===== src/source/icache_pkg.sv =====
package icache_pkg;

    // cache geometry
    localparam int WAYS           = 4;
    localparam int NUM_SETS       = 16;
    localparam int WORDS_PER_LINE = 8;

    localparam int ADDR_BITS = 32;
    localparam int WORD_BITS = 32;

    // address field widths
    localparam int ALIGN_BITS     = $clog2(WORD_BITS / 8);
    localparam int OFFSET_BITS    = $clog2(WORDS_PER_LINE);
    localparam int INDEX_BITS     = $clog2(NUM_SETS);
    localparam int WAY_BITS       = $clog2(WAYS);
    localparam int TAG_BITS       = ADDR_BITS - INDEX_BITS - OFFSET_BITS - ALIGN_BITS;
    localparam int LINE_BYTE_BITS = OFFSET_BITS + ALIGN_BITS;
    localparam int LINE_BITS      = ADDR_BITS - LINE_BYTE_BITS;

    // data RAM word address: way, set, word
    localparam int DATA_ADDR_BITS = WAY_BITS + INDEX_BITS + OFFSET_BITS;

    typedef logic [WORD_BITS-1:0]   word_t;
    typedef logic [TAG_BITS-1:0]    tag_t;
    typedef logic [INDEX_BITS-1:0]  index_t;
    typedef logic [OFFSET_BITS-1:0] offset_t;
    typedef logic [WAY_BITS-1:0]    way_t;

    // one root bit plus one bit per way pair
    typedef logic [WAYS-2:0] plru_t;

    // fetch address, seen as lookup fields or as line plus byte
    typedef union packed {
        struct packed {
            tag_t                  tag;
            index_t                index;
            offset_t               offset;
            logic [ALIGN_BITS-1:0] align;
        } fields;
        struct packed {
            logic [LINE_BITS-1:0]      line_num;
            logic [LINE_BYTE_BITS-1:0] line_byte;
        } line;
    } ic_addr_u;

    typedef enum logic {
        IDLE,
        FETCH
    } refill_state_e;

endpackage


===== src/source/icache_lru.sv =====
`timescale 1ns/10ps

module icache_lru (
    input  logic               clk,
    input  logic               resetn,
    input  icache_pkg::index_t index,
    input  logic               touch,
    input  icache_pkg::way_t   touch_way,
    output icache_pkg::way_t   victim_way
);

    import icache_pkg::*;

    plru_t [NUM_SETS-1:0] plru_q;

    plru_t cur_bits;
    plru_t next_bits;

    assign cur_bits = plru_q[index];

    // bit 0 picks the pair, bit 1 the left pair, bit 2 the right pair
    always_comb begin
        if (!cur_bits[0]) begin
            victim_way = {1'b0, cur_bits[1]};
        end else begin
            victim_way = {1'b1, cur_bits[2]};
        end
    end

    // point every bit on the path away from the used way
    always_comb begin
        next_bits    = cur_bits;
        next_bits[0] = ~touch_way[1];
        if (!touch_way[1]) begin
            next_bits[1] = ~touch_way[0];
        end else begin
            next_bits[2] = ~touch_way[0];
        end
    end

    // only accepted hits count as a use
    always_ff @(posedge clk) begin
        if (resetn) begin
            plru_q <= '0;
        end else if (touch) begin
            plru_q[index] <= next_bits;
        end
    end

endmodule


===== config.mk =====
export PLATFORM = sky130hd
export DESIGN_NAME = icache_lru
export DESIGN_NICKNAME = d
export VERILOG_FILES = /design/src/source/icache_pkg.sv /design/src/source/icache_lru.sv
export SDC_FILE = /design/constraint.sdc
export NUM_CORES = 1
export LEC_CHECK = 0
export ABC_AREA = 1
export ABC_CLOCK_PERIOD_IN_PS = 2100
export BUFFER_PORTS_ARGS = -buffer_cell sky130_fd_sc_hd__buf_2
export CORE_MARGIN = 4
export CORE_UTILIZATION = 40
export DETAILED_ROUTE_END_ITERATION = 12
export GPL_TIMING_DRIVEN = 0
export MAX_ROUTING_LAYER = met4
export PLACE_DENSITY = 0.57
export SYNTH_ARGS = -nofsm -noshare
export SYNTH_HDL_FRONTEND = slang
export SYNTH_SLANG_ARGS = --single-unit

===== constraint.sdc =====
create_clock -name clk -period 2.1 [get_ports clk]
set_input_delay 0.21 -clock clk [delete_from_list [all_inputs] [get_ports clk]]
set_output_delay 0.21 -clock clk [all_outputs]
set_load 0.05 [all_outputs]

==> flow_summary.toml <==
[timing]
fin_skew_ns = 0.00952
fin_hold_ws_ns = 0.237
fmax_ghz = 0.519
fin_setup_tns_ns = 0
fin_crit_sh_pct = 91.7
max_slew_margin_pct = 64.9
maxSlewViolCount = 0
setup_violations = 0
rsz0062_at_grt = "false"
hold_viol = 0
worst_pin_slew_ns = 0.527
period_minus_slack_ns = 1.93

[power]
comb_power_share_pct = 11.0
clkPwrFrac_pct = 34.0
seq_power_share_pct = 55.0
p_leak_nw = 1.12
peakVddDrop_mv = 0.348
p_sw_share_pct = 26.5
power_switching_mw = 0.453
p_int_mw = 1.25
power.density_nw_per_um2 = 683

[detailed_routing]
viasPerCell = 5.07
drtIter0Drc = 99
wl_um = 5880
wl_per_cell_um = 14.7
drc = 0
postRouteAntennaNets = 0
first_pass_iters = 4
vias = 2027

[synthesis]
syn_avg_cell_area_um2 = 7.30
synth-warning-count = 0
synth_cell_types = 20
synth_nets = 320
synth_seq_cells = 48
syn_inst = 311
seq_area_frac_synth_pct = 42.3
syn-cell-area_um2 = 2270

[floorplanning]
die-height_um = 83.3
die-area_um2 = 6950
initial_core_util_pct = 41.2
die_w_um = 83.3
core_um2 = 5510
num_rows = 27
ios = 11

[critical_path]
cp.arrival_ns = 1.72
crit_type = "in -> out"
rr_endpoint = "plru_q[5]"
regToRegSetupSlack_ns = 0.70
end_kind = "output pin"
critPathMaxFanout = 10
critPathLaunch = "index[0]"
worstReg2RegStart = "plru_q[20]"
reg2reg_depth = 11
cp-start-kind = "primary input"
critical_path.endpoint = "victim_way[0]"
crit_required_ns = 1.89

[final_layout]
final_cell_mix = "nand2_1 (104), o21ai_0 (48), dfxtp_1 (48)"
largest_reg_flops = 48
fillers = 583
layout_commonest_cell = "nand2_1"
fin_nets = 336
layout-drive-gt1-share_pct = 15.9
reg_top3 = "plru_q x48"
syn_to_final_growth_pct = 10.1
regMostFlops = "plru_q"
finalNonFillerCells = 400
diodes = 0

[worst_hold_path]
hp-class = "in -> reg"
hp-start = "touch_way[1]"

[global_routing]
grt_use_met1_pct = 25.7
grt_max_degree = 15
overflow = 0
grt_use_met3_pct = 3.57
grt_most_used_layer = "met1"
gr-usage-met2_pct = 25.5
grtUsageTotal_pct = 18.0
antenna_found_initial = 0
grt_pass1_wl_um = 9760
grt_pass1_vias = 1875

[place]
dp_hpwl_um = 4140
gp_congestion = 0.826
place_inst = 392
io_buffers = 9

[clock_tree]
cts_sinks = 48
cts_setup_buffers = 0
ctsHoldBuffers = 0
clkSlewWorstSetupHoldPaths_ns = 0.09
ctsHtreeMaxLevel = 2
clkLatencyLatePin_ns = 0.30
cts_tree = "done"
cts_buffers = 5
cts_root_buf = "clkbuf_8"
cts-resized-gates = 0
cts_buffer_depth = 2

[outcome]
outcome = "finished clean"

[flow_run]
drv_cap = 0
==> worst max-delay path: stages <==
cell and delay (ns):
buf_2 0.11, buf_6 0.14, buf_12 0.15, nand2_1 0.05
inv_1 0.10, a22oi_1 0.19, nand2_1 0.08, nand2_1 0.08
nand2_1 0.08, nor2_1 0.13, nand2_1 0.06, nand2_1 0.06
buf_2 0.25
==> cell usage after synthesis <==
cell      count  share of area (%)
buf_2         1               0.22
nand2_2       3               0.83
buf_4         1               0.33
a21oi_2       9                3.5
inv_1        10                1.7
dfxtp_1      48                 42
bufinv_8      1               0.77
nand2_1     104                 17
nor2_2       10                2.8
o21ai_0      48                 11
o21bai_1      1               0.33
buf_6         4                2.0
a22oi_1       8                2.6
buf_12        1               0.88
nor2_4        3                1.5
inv_2         1               0.17
clkbuf_1      6               0.99
nor2_1       11                1.8
nand2_4       2               0.99
a21oi_1      39                8.6
==> layer usage <==
| layer | part of all wire (%) | vias to the layer above |
|---|---|---|
| met4 | 0.94 | 0 |
| met3 | 4.3 | 5 |
| met1 | 51 | 920 |
| li1 | - | 1062 |
| met2 | 43 | 40 |
| met5 | 0 | - |
==> per-stage QoR <==
| step | utilization, % | power (mW) | cell area (µm²) | worst slack [ns] |
|---|---|---|---|---|
| detailed placement | 43.7 | 1.15 | 2410 | 0.187 |
| floorplan | - | 1.09 | 2270 | 0.462 |
| global placement | 43.7 | 1.15 | 2410 | 0.174 |
| global route | 45.4 | 1.78 | 2500 | 0.0214 |
| CTS | 45.4 | 1.73 | 2500 | 0.183 |
| finish | 45.4 | 1.71 | 2500 | 0.175 |
==> worst min-delay path by stage <==
stage | slack (ns) | depth (start not counted) | to
finish | 0.24 | 2 | plru_q[6]
global route | 0.24 | 2 | plru_q[18]
floorplan | 0.48 | 3 | plru_q[10]
detailed placement | 0.53 | 2 | plru_q[7]
CTS | 0.22 | 2 | plru_q[6]
global placement | 0.52 | 2 | plru_q[26]
==> cells by family (layout without fill, tap and decap cells) <==
logic type | Yosys count | count (layout) | share of synthesized area [%]
AO/OA/AOI/OAI | 105 | 105 | 25.6
AND/OR/NAND/NOR | 133 | 133 | 25.1
buffers and inverters | 25 | 42 | 7.00
flip-flops | 48 | 48 | 42.3
==> final cells by class <==
cell class	count	area (µm²)	share of cell area, %
Timing Repair Buffer	9	45.0	1.80
Buffer	13	100	4.00
Tap cell	72	90.1	3.60
Multi-Input combinational cell	238	1150	46.0
Clock buffer	7	86.3	3.45
Inverter	12	58.8	2.35
Clock inverter	1	7.51	0.300
Sequential cell	48	961	38.4
==> power groups by stage <==
stage	combinational [mW]	clock (mW)	sequential, mW
after floorplan	0.132	0	0.957
after global placement	0.186	0	0.960
after detailed placement	0.188	0	0.960
after CTS	0.189	0.598	0.939
after global routing	0.207	0.628	0.941
final	0.188	0.581	0.939
Note: power is estimated with default switching activity, not from simulation.
