**src/source/icache_pkg.sv**
```systemverilog
package icache_pkg;

    // cache geometry
    localparam int WAYS           = 4;
    localparam int NUM_SETS       = 16;
    localparam int WORDS_PER_LINE = 8;

    localparam int ADDR_BITS = 32;
    localparam int WORD_BITS = 32;

    // address field widths
    localparam int ALIGN_BITS     = $clog2(WORD_BITS / 8);
    localparam int OFFSET_BITS    = $clog2(WORDS_PER_LINE);
    localparam int INDEX_BITS     = $clog2(NUM_SETS);
    localparam int WAY_BITS       = $clog2(WAYS);
    localparam int TAG_BITS       = ADDR_BITS - INDEX_BITS - OFFSET_BITS - ALIGN_BITS;
    localparam int LINE_BYTE_BITS = OFFSET_BITS + ALIGN_BITS;
    localparam int LINE_BITS      = ADDR_BITS - LINE_BYTE_BITS;

    // data RAM word address: way, set, word
    localparam int DATA_ADDR_BITS = WAY_BITS + INDEX_BITS + OFFSET_BITS;

    typedef logic [WORD_BITS-1:0]   word_t;
    typedef logic [TAG_BITS-1:0]    tag_t;
    typedef logic [INDEX_BITS-1:0]  index_t;
    typedef logic [OFFSET_BITS-1:0] offset_t;
    typedef logic [WAY_BITS-1:0]    way_t;

    // one root bit plus one bit per way pair
    typedef logic [WAYS-2:0] plru_t;

    // fetch address, seen as lookup fields or as line plus byte
    typedef union packed {
        struct packed {
            tag_t                  tag;
            index_t                index;
            offset_t               offset;
            logic [ALIGN_BITS-1:0] align;
        } fields;
        struct packed {
            logic [LINE_BITS-1:0]      line_num;
            logic [LINE_BYTE_BITS-1:0] line_byte;
        } line;
    } ic_addr_u;

    typedef enum logic {
        IDLE,
        FETCH
    } refill_state_e;

endpackage

```
**src/source/icache_tags.sv**
```systemverilog
`timescale 1ns/10ps

module icache_tags (
    input  logic                 clk,
    input  logic                 resetn,
    input  icache_pkg::ic_addr_u lookup_addr,
    input  logic                 alloc,
    input  icache_pkg::way_t     alloc_way,
    output logic                 hit,
    output icache_pkg::way_t     hit_way
);

    import icache_pkg::*;

    // valid bits as flops, cleared directly on reset
    logic [NUM_SETS-1:0][WAYS-1:0] valid_q;
    tag_t                          tag_mem [NUM_SETS][WAYS];

    index_t          set_idx;
    tag_t            req_tag;
    logic [WAYS-1:0] way_hit;

    assign set_idx = lookup_addr.fields.index;
    assign req_tag = lookup_addr.fields.tag;

    // compare all ways of the set
    always_comb begin
        for (int w = 0; w < WAYS; w++) begin
            way_hit[w] = valid_q[set_idx][w] && (tag_mem[set_idx][w] == req_tag);
        end
    end

    assign hit = |way_hit;

    // at most one way matches, so OR the indices
    always_comb begin
        hit_way = '0;
        for (int w = 0; w < WAYS; w++) begin
            if (way_hit[w]) begin
                hit_way = hit_way | way_t'(w);
            end
        end
    end

    always_ff @(posedge clk) begin
        if (resetn) begin
            valid_q <= '0;
        end else if (alloc) begin
            valid_q[set_idx][alloc_way] <= 1'b1;
        end
    end

    always_ff @(posedge clk) begin
        if (alloc) begin
            tag_mem[set_idx][alloc_way] <= req_tag;
        end
    end

endmodule

```
**config.mk**
```make
export PLATFORM = sky130hd
export DESIGN_NAME = icache_tags
export DESIGN_NICKNAME = d
export VERILOG_FILES = /design/src/source/icache_pkg.sv /design/src/source/icache_tags.sv
export SDC_FILE = /design/constraint.sdc
export NUM_CORES = 1
export LEC_CHECK = 0
export BUFFER_PORTS_ARGS = -buffer_cell sky130_fd_sc_hd__buf_2
export CAP_MARGIN = 20
export CORE_UTILIZATION = 50
export DETAILED_ROUTE_END_ITERATION = 8
export PLACE_DENSITY = 0.65
export SLEW_MARGIN = 25
export SYNTH_ARGS = -nofsm -noshare
export SYNTH_HDL_FRONTEND = slang
export SYNTH_SLANG_ARGS = --single-unit
```
**constraint.sdc**
```tcl
create_clock -name clk -period 4.2 [get_ports clk]
set_input_delay 0 -clock clk [delete_from_list [all_inputs] [get_ports clk]]
set_output_delay 0 -clock clk [all_outputs]
set_load 0.005 [all_outputs]
```
==> impl_metrics.toml <==
[sta]
worst_slack_ns = 0.2504
max_freq_ghz = 0.2532
slew_viol_final = 0
setup_tns_ns = 0
worst_slew_pin_slew_ns = 1.070
fin_worst_skew_ns = 0
period_needed_ns = 3.950
period_share = 0.9404
setup_viol = 0
rsz0062_at_grt = "no"
finalHoldViolCount = 0
maxSlewHeadroom = 0.2850

[run_status]
outcome = "complete, no violations"

[pwr]
p_sw_frac = 0.2152
ir_drop_mv = 0.3995
cellPowerDensity_nw_per_um2 = 469.7
clockPowerShare = 0.421
p_comb_frac = 0.057
switchingPower_mw = 6.969
p_int_mw = 25.41
p_seq_frac = 0.522
power_leakage_nw = 22.06

[drt]
dr.first_iter.drc_count = 3968
wl_met1_mm = 62.27
via_per_inst = 6.319
wl_per_cell_um = 31.71
routed_wl_mm = 155.7
ant_nets = 0
drc = 0
routed.top_layer = "met5"
route.met3.wl_mm = 13.57
drtPass1Iterations = 5
num_vias = 31020
met2_length_mm = 75.34

[layout]
final_util = 0.5754
nets = 3203
drive_above_1_share = 0.2810
regArea_um2 = 45480
nFillCells = 8730
multiInputGateArea_um2 = 14070
fin_cells = 4909
syn_to_final_growth_pct = 14.10

[worst_setup_path]
slowest_delay_ns = 0.49
critPathBufInv = 2
worst_path_most_repeated_cell = "mux4_2"
critPathTopFamily = "multiplexers"
crit_required_ns = 4.20
r2r_slack_ns = 3.54
crit_path_start_kind = "flip-flop"
cp_max_fo = 2
crit_type = "reg2out"
cp.arrival_ns = 3.95
path_cells = "mux4_2, mux4_2, xor2_1, nor4_2, and4b_1, o2111ai_1, buf_4, nand4b_1, buf_2"
cp-end-kind = "output pin"
critPathSlowestCell = "mux4_2"

[clocking]
htreeDepth = 4
clk_latency_ns = 0.77
cts-root-buf = "clkbuf_16"
cts_buffer_depth = 3
clock_sinks = 1536
cts_tree = "yes"
path_clk_slew_ns = 0.06
numCtsBuffers = 156

[global_routing]
grt_max_degree = 77
grt_pass1_wl_mm = 222.6
antenna_found_initial = 6
grt_pass1_vias = 31516
grt-ovfl-total = 0
grtUsageTotal = 0.2584

[logic_synthesis]
yosys.area_share.adder = 0
muxShareOfSynthArea = 0.1638
syn-cell-area_um2 = 60420
synth_ff_type = "edfxtp_1"
synth_area_leader_cell = "edfxtp_1"
yosysSeqAreaShare = 0.7528
syn_inst = 2911
synth_nets = 2948
synth_edf_count = 1472
synth_area_leaders = "edfxtp_1, mux4_2, mux2i_1"
netlist-cell-type-count = 74
ys_seq_elements = 1536
yosysWarnings = 0
async_flop_share = 0
yosys.area_share.simple = 0.02553
avgSynthCellArea_um2 = 20.76
synth_compound_area_frac = 0.02785
synth_xor_area_frac = 0.01189
synth_top_family_by_area = "multiplexers"
synth_top_area_frac = 0.7316

[run]
cap_violations = 0

[placed_design]
port-buffer-count = 34
dp_cells = 4596
gp_congestion = 0.8229
hpwl_mm = 91.32
place_ws_ns = 0.4100

[worst_hold_path]
min_path_type = "in2reg"

[floorplanning]
rows = 127
die_y_um = 349.6
initial_core_util = 0.5043
ios = 40
dieArea_um2 = 122200
die_x_um = 349.6
core-area_um2 = 119800
==> flip-flops by register name, summed over array words and instances, names as in the netlist <==
signal and count:
tag_mem 1472, valid_q 64
==> layout by cell type (no fill, tap or decap), types with 6 or more instances in the layout <==
master         netlist  final
nor2_2               0     40
clkbuf_1            46     42
a221oi_1            20     20
o21ai_0             32     32
a22oi_1             27     27
buf_2               52     31
nand2b_1             8      8
xnor2_1             55     55
clkinv_1             5     32
o2111ai_1            8      8
edfxtp_1          1472   1472
dlygate4sd3_1        0     24
mux4_2             356    356
buf_4               25    182
nand2_1             56     56
or2_2                7      7
clkinv_2             0     24
bufinv_16            0     12
buf_12               3     23
nor3_1              37     13
nand4_1              6      6
mux2i_1            150    150
nor2b_1              8      8
o211ai_1             9      9
nor3_2               0     24
clkbuf_8             0      6
dfxtp_1             64     64
a31oi_1              7      7
xor2_1              27     27
a22o_1               9      9
a211oi_1            11     11
clkbuf_16            0    159
a21oi_1             24     24
mux2_2              24     24
o22ai_1             27     27
inv_1                7      6
nor2_1             191    151
nand3_1              7      7
o221ai_1             8      8
==> cells in the mapped netlist (6+ instances only) <==
master        n
buf_1        14
o21ai_0      32
nand2_1      56
buf_4        25
nand2b_1      8
buf_6        24
o221ai_1      8
xnor2_1      55
xor2_1       27
nand4_1       6
mux4_2      356
mux2i_1     150
edfxtp_1   1472
o211ai_1      9
nor3_1       37
o2111ai_1     8
a22oi_1      27
a21oi_1      24
mux2_2       24
nand3_1       7
or2_2         7
buf_2        52
a22o_1        9
nor4_1        7
dfxtp_1      64
nor2_1      191
a31oi_1       7
o22ai_1      27
a211oi_1     11
a221oi_1     20
nor2b_1       8
inv_1         7
clkbuf_1     46
==> final timing paths <==
kind / from / to / cells after the start
hold / removal: lookup_addr[19] / tag_mem[0][10]$_DFFE_PP_ / 2
setup reg to reg: valid_q[15]$_SDFFE_PP0P_ / valid_q[15]$_SDFFE_PP0P_ / 2
setup / recovery: tag_mem[7][27]$_DFFE_PP_ / hit / 9
hold reg to reg: valid_q[45]$_SDFFE_PP0P_ / valid_q[45]$_SDFFE_PP0P_ / 2
==> power by group through the flow <==
stage	sequential (mW)	clock [mW]	combinational, mW
global placement	17.2	0	1.78
floorplan	17.2	0	1.04
finish	16.9	13.6	1.84
detailed placement	17.2	0	1.82
global route	16.9	14.4	1.94
CTS	16.9	13.8	1.84
==> cell families after synthesis <==
group,after synthesis
xor gates and xnor gates,82
muxes,534
DFF,1536
and+or+nand+nor,349
AOI/OAI and AO/OA,227
buffers and inverters,183
==> stage by stage <==
step	hold WS (ns)	total power [mW]	cell area (µm²)
after floorplan	0.09887	18.26	60420
after global placement	0.4347	19.00	63650
after detailed placement	0.4385	19.04	63650
after CTS	0.1670	32.56	68920
after global routing	0.1908	33.23	68930
final	0.2196	32.38	68940
==> area by class of cell <==
type                       count  area share
inverter                      17   0.0009982
antenna                        2  0.00007260
clock inverter                80     0.01171
tap                         1612     0.02926
sequential                  1536      0.6598
timing repair buffer         263     0.03289
clock buffer                 207     0.06120
multi-input combinational   1192      0.2041
==> metal layers <==
layer  track usage  up-vias
met5             0        -
met4       0.07966        6
met3       0.05012      277
met2        0.4146     1567
met1        0.3608    16567
li1              -    12603
==> repair_timing <==
| action | 4_1_cts | 5_1_grt |
|---|---|---|
| hold buffers | 24 | 0 |
| setup buffers | 0 | 0 |
| gates resized for setup | 0 | 2 |
| setup endpoints to repair | 0 | 3 |
| hold endpoints to repair | 763 | 0 |
No activity file was read; power rests on OpenSTA's default activity.
