### src/source/icache_pkg.sv
package icache_pkg;

    // cache geometry
    localparam int WAYS           = 4;
    localparam int NUM_SETS       = 16;
    localparam int WORDS_PER_LINE = 8;

    localparam int ADDR_BITS = 32;
    localparam int WORD_BITS = 32;

    // address field widths
    localparam int ALIGN_BITS     = $clog2(WORD_BITS / 8);
    localparam int OFFSET_BITS    = $clog2(WORDS_PER_LINE);
    localparam int INDEX_BITS     = $clog2(NUM_SETS);
    localparam int WAY_BITS       = $clog2(WAYS);
    localparam int TAG_BITS       = ADDR_BITS - INDEX_BITS - OFFSET_BITS - ALIGN_BITS;
    localparam int LINE_BYTE_BITS = OFFSET_BITS + ALIGN_BITS;
    localparam int LINE_BITS      = ADDR_BITS - LINE_BYTE_BITS;

    // data RAM word address: way, set, word
    localparam int DATA_ADDR_BITS = WAY_BITS + INDEX_BITS + OFFSET_BITS;

    typedef logic [WORD_BITS-1:0]   word_t;
    typedef logic [TAG_BITS-1:0]    tag_t;
    typedef logic [INDEX_BITS-1:0]  index_t;
    typedef logic [OFFSET_BITS-1:0] offset_t;
    typedef logic [WAY_BITS-1:0]    way_t;

    // one root bit plus one bit per way pair
    typedef logic [WAYS-2:0] plru_t;

    // fetch address, seen as lookup fields or as line plus byte
    typedef union packed {
        struct packed {
            tag_t                  tag;
            index_t                index;
            offset_t               offset;
            logic [ALIGN_BITS-1:0] align;
        } fields;
        struct packed {
            logic [LINE_BITS-1:0]      line_num;
            logic [LINE_BYTE_BITS-1:0] line_byte;
        } line;
    } ic_addr_u;

    typedef enum logic {
        IDLE,
        FETCH
    } refill_state_e;

endpackage

### src/source/icache_refill.sv
`timescale 1ns/10ps

module icache_refill (
    input  logic                                 clk,
    input  logic                                 resetn,

    input  logic                                 ireq_valid,
    input  icache_pkg::ic_addr_u                 ireq_addr,
    output logic                                 iresp_addr_ok,
    output logic                                 iresp_data_ok,

    input  logic                                 hit,
    input  icache_pkg::way_t                     hit_way,
    input  icache_pkg::way_t                     victim_way,
    output logic                                 alloc,
    output icache_pkg::way_t                     alloc_way,
    output logic                                 touch,

    output logic [icache_pkg::DATA_ADDR_BITS-1:0] rd_addr,
    output logic                                 wr_en,
    output logic [icache_pkg::DATA_ADDR_BITS-1:0] wr_addr,
    output icache_pkg::word_t                    wr_data,

    output logic                                 icreq_valid,
    output icache_pkg::ic_addr_u                 icreq_addr,
    input  logic                                 icresp_ready,
    input  icache_pkg::word_t                    icresp_data,
    input  logic                                 icresp_last
);

    import icache_pkg::*;

    refill_state_e state;

    // line under refill
    logic [LINE_BITS-1:0]      line_q;
    offset_t                   start_word;
    offset_t                   word_cnt;
    way_t                      refill_way;
    logic [WORDS_PER_LINE-1:0] arrived;

    ic_addr_u burst_addr;
    logic     miss;
    logic     avail;
    logic     accept;

    assign miss      = ireq_valid && !hit;
    assign alloc     = (state == IDLE) && miss;
    assign alloc_way = victim_way;

    // word can be served unless it is still on its way in
    assign avail = (state == IDLE)
                || (ireq_addr.line.line_num != line_q)
                || arrived[ireq_addr.fields.offset];

    assign accept        = ireq_valid && hit && avail;
    assign iresp_addr_ok = accept;
    assign touch         = accept;

    assign rd_addr = {hit_way, ireq_addr.fields.index, ireq_addr.fields.offset};

    // critical word address, word aligned
    always_comb begin
        burst_addr.line.line_num  = line_q;
        burst_addr.line.line_byte = {start_word, {ALIGN_BITS{1'b0}}};
    end

    assign icreq_valid = (state == FETCH);
    assign icreq_addr  = burst_addr;

    // each ready beat lands in the RAM
    assign wr_en   = (state == FETCH) && icresp_ready;
    assign wr_addr = {refill_way, burst_addr.fields.index, word_cnt};
    assign wr_data = icresp_data;

    always_ff @(posedge clk) begin
        if (resetn) begin
            state   <= IDLE;
            arrived <= '0;
        end else begin
            case (state)
                IDLE: begin
                    if (miss) begin
                        state   <= FETCH;
                        arrived <= '0;
                    end
                end
                FETCH: begin
                    if (icresp_ready) begin
                        arrived[word_cnt] <= 1'b1;
                        if (icresp_last) begin
                            state <= IDLE;
                        end
                    end
                end
                default: begin
                    state <= IDLE;
                end
            endcase
        end
    end

    // latched on the miss, word number wraps inside the line
    always_ff @(posedge clk) begin
        if (alloc) begin
            line_q     <= ireq_addr.line.line_num;
            start_word <= ireq_addr.line.line_byte[LINE_BYTE_BITS-1:ALIGN_BITS];
            word_cnt   <= ireq_addr.line.line_byte[LINE_BYTE_BITS-1:ALIGN_BITS];
            refill_way <= victim_way;
        end else if (wr_en) begin
            word_cnt <= word_cnt + 1'b1;
        end
    end

    // RAM read data shows up one cycle after the accept
    always_ff @(posedge clk) begin
        if (resetn) begin
            iresp_data_ok <= 1'b0;
        end else begin
            iresp_data_ok <= accept;
        end
    end

endmodule

### config.mk
export PLATFORM = sky130hd
export DESIGN_NAME = icache_refill
export DESIGN_NICKNAME = d
export VERILOG_FILES = /design/src/source/icache_pkg.sv /design/src/source/icache_refill.sv
export SDC_FILE = /design/constraint.sdc
export NUM_CORES = 1
export LEC_CHECK = 0
export ABC_AREA = 1
export BUFFER_PORTS_ARGS = -buffer_cell sky130_fd_sc_hd__buf_2
export CORE_AREA = 2 2 85 87
export DETAILED_ROUTE_END_ITERATION = 10
export DIE_AREA = 0 0 87 89
export HOLD_SLACK_MARGIN = 0.05
export PLACE_DENSITY_LB_ADDON = 0.3
export SLEW_MARGIN = 25
export SYNTH_ARGS = -nofsm -noshare
export SYNTH_HDL_FRONTEND = slang
export SYNTH_SLANG_ARGS = --single-unit
### constraint.sdc
create_clock -name clk -period 1.7 [get_ports clk]
set_input_delay 0.255 -clock clk [delete_from_list [all_inputs] [get_ports clk]]
set_output_delay 0.255 -clock clk [all_outputs]
set_load 0.02 [all_outputs]
==> metrics.md <==
| Metric | Value |
|---|---|
| Async set-reset flop share out of synthesis | 0 |
| Ports | approximately 160 |
| Fin. Hold Viols | 0 |
| Worst VDD drop | just over 0.3 mV |
| Met3 Wirelength | between 300 and 400 um |
| RD Place Congestion | 0.791 |
| Mapped cell area | around 2600 sq um |
| Diodes inserted | 0 |
| Final setup viols | 2 |
| Dominant synthesized flop cell | edfxtp_1 |
| H-Tree Depth | 2 |
| DIE HEIGHT | about 90 um |
| MaxCap Viol Count | 0 |
| Final setup margin | -0.154 ns |
| Hold EP | iresp_data_ok |
| Dpl hpwl | approximately 3800 um |
| CP Capture Type | output pin |
| Antenna violations before repair | 0 |
| Hold Path Stages | 2 |
| Core region area | around 6700 sq um |
| Synth top cells by count | nand2_1 (86), inv_1 (66), buf_4 (50) |
| Synthesized flop and latch total | 45 |
| Failing checks | negative setup slack |
| Largest net degree at the start of global routing | 19 |
| Crit Path Class | register to output pin |
| Metal2 WL | roughly 2300 um |
| Mean routed wirelength per cell | 11.0 um |
| Max layer used | met4 |
| TritonCTS clock tree | built |
| Skew-Pair Late Insertion Delay | 0.30 ns |
| Worst min path class | input pin to register |
| Crit-path max FO | 2 |
| Post-synthesis sequential area ratio | 0.481 |
| Final core utilization | 0.443 |
| Pleak | 1.52 nW |
| Cts bufs inserted | 5 |
| Starting density of the core | 0.387 |
| Grt total ovfl | 0 |
| Post-Synthesis Cells | around 310 |
| Die footprint | 7740 sq um |
| CTS max path bufs | 2 |
| Syn. warnings | 0 |
| Reg2Reg Setup Slack | ~0.35 ns |
| Hold_buf cts | 0 |
| M1 WL | 2170 um |
| Vias in the first global route | roughly 1.7k |
| Antenna Violating Nets Remaining | 0 |
| Via count | around 1.9k |
| Clk_skew | ~0.0037 ns |
| Yosys top cell by area | edfxtp_1 |
| Unique masters post-synth | 26 |
| Synth top area share | 0.404 |
| Synth Area per Inst | ~8.3 sq um |
| Number of synthesized flops with an enable pin | 35 |
| Area growth syn-to-layout | 14.5% |
| Share of post-route cells with drive strength above 1 | 0.351 |
| Synth area leaders | edfxtp_1 (40%), buf_4 (14%), nand2_1 (12%) |
| Via density | 4.34 |
| Root Buffer | clkbuf_8 |
| First-pass GRT wire length | around 7800 um |
| # nets final | 441 |
| Total track usage | 0.129 |
| DRC | 0 |
| Worst hold start | resetn |
| Final Max Slew Viols | 0 |
| Clock sink total | 45 |
| DRT iter0 DRCs | 35 |
| Crit start category | register |
| Tmin final | 1.85 ns |
| Fin crit share | 1.09 |
| Status | finished with violations |
| RR Startpoint | line_q[8] |
| RSZ-0062 raised after global routing | true |
| 1st-pass router iterations | 4 |
| Row count | 30 |
| Chip width | between 80 and 90 um |
| Achievable Freq | approximately 540 MHz |
| Routed WL | 4900 um |
| Clock Pin Slew Worst Setup and Hold Paths | 0.09 ns |
| Worst path required time | 1.44 ns |
| PortBufs | a little over 90 |
| Cells on worst reg2reg path | 9 |
| Pwr per Cell Area | 869 nW/um^2 |
| R2R Path End | iresp_data_ok |
| Total power | 0.00259 W |
| Worst EP arrival | 1.60 ns |
| Most frequent cell after synthesis | nand2_1 |
[per-stage QoR]
step                hold WS (ns)  worst slack, ns  cell area [sq um]  setup TNS (ns)  instances
floorplan                  0.322           0.0469               2610               0        313
global placement           0.439            0.117               2800               0        436
detailed placement         0.438           0.0921               2800               0        436
CTS                        0.123           -0.219               2960          -0.437        446
global route               0.117           -0.311               2980          -0.622        447
finish                     0.134           -0.154               2980          -0.308        447
[sequential cells by signal (all words and copies together) (netlist names)]
| register | count |
|---|---|
| line_q | 27 |
| arrived | 8 |
| start_word | 3 |
| word_cnt | 3 |
| refill_way | 2 |
| icreq_valid | 1 |
| iresp_data_ok | 1 |
[layer usage]
metal | global-route usage | up-vias
li1 | - | 1000
met4 | 0.0369 | 0
met5 | 0 | -
met1 | 0.153 | 860
met2 | 0.226 | 75
met3 | 0.0388 | 6
[critical path: stages (launching register included)]
cell and delay, ns:
edfxtp_1 0.40, xnor2_1 0.17, nand2_1 0.07, nor2_1 0.13, nand2_1 0.10, nor2_4 0.11
nand3_2 0.09, nand2_2 0.08, inv_2 0.05, buf_6 0.12
[logic make-up after synthesis]
logic type      synth area share
compound gates            0.0418
flops                      0.481
xor+xnor                  0.0168
simple gates               0.202
buf+inv                    0.253
other cells              0.00144
fa+ha+maj                0.00481
[where the power goes]
part	switching (W)	internal [W]
clock network	0.000394	0.000533
registers	0.0000362	0.00124
logic	0.000245	0.000139
[how the worst max path moves through the flow]
stage	startpoint	endpoint	depth (start not counted)
after floorplan	line_q[20]	touch	8
after global placement	line_q[2]	touch	11
after detailed placement	line_q[2]	iresp_addr_ok	11
after CTS	line_q[15]	iresp_addr_ok	12
after global routing	line_q[6]	touch	11
final	line_q[8]	iresp_addr_ok	9
[area by class of cell]
class	instances	area, sq um
fillers	674	3740
flip-flops and latches	45	1250
multi-input cells	145	712
repair buffers	97	513
inverters	72	270
well taps	80	100
clock buffers	6	93.8
clock inverters	2	38.8
[layout by cell type, fill, tap and decap left out, types with 2 or more instances in the layout]
| master | netlist | final |
|---|---|---|
| nand3_2 | 1 | 2 |
| nand3_1 | 7 | 6 |
| inv_1 | 66 | 65 |
| clkbuf_8 | 0 | 5 |
| nand2_2 | 2 | 3 |
| xnor2_1 | 3 | 3 |
| buf_6 | 1 | 2 |
| dfxtp_1 | 10 | 10 |
| conb_1 | 1 | 2 |
| o21ai_1 | 3 | 3 |
| edfxtp_1 | 35 | 35 |
| nor2_1 | 12 | 11 |
| xor2_1 | 2 | 2 |
| nor2_4 | 2 | 3 |
| nand2_1 | 86 | 85 |
| buf_2 | 0 | 89 |
| inv_2 | 5 | 6 |
| nand4_1 | 8 | 8 |
| nor2_2 | 2 | 2 |
| a21oi_2 | 8 | 8 |
| buf_4 | 50 | 6 |
| o21ai_0 | 2 | 2 |
[timing repair]
item	in CTS	in global routing
gates resized for setup	5	3
buffers inserted	2	1
hold endpoints to repair	0	0
pin swaps	11	9
endpoints found under the setup margin	2	2
cloned	0	0
Power figures use the tool's default switching activity.
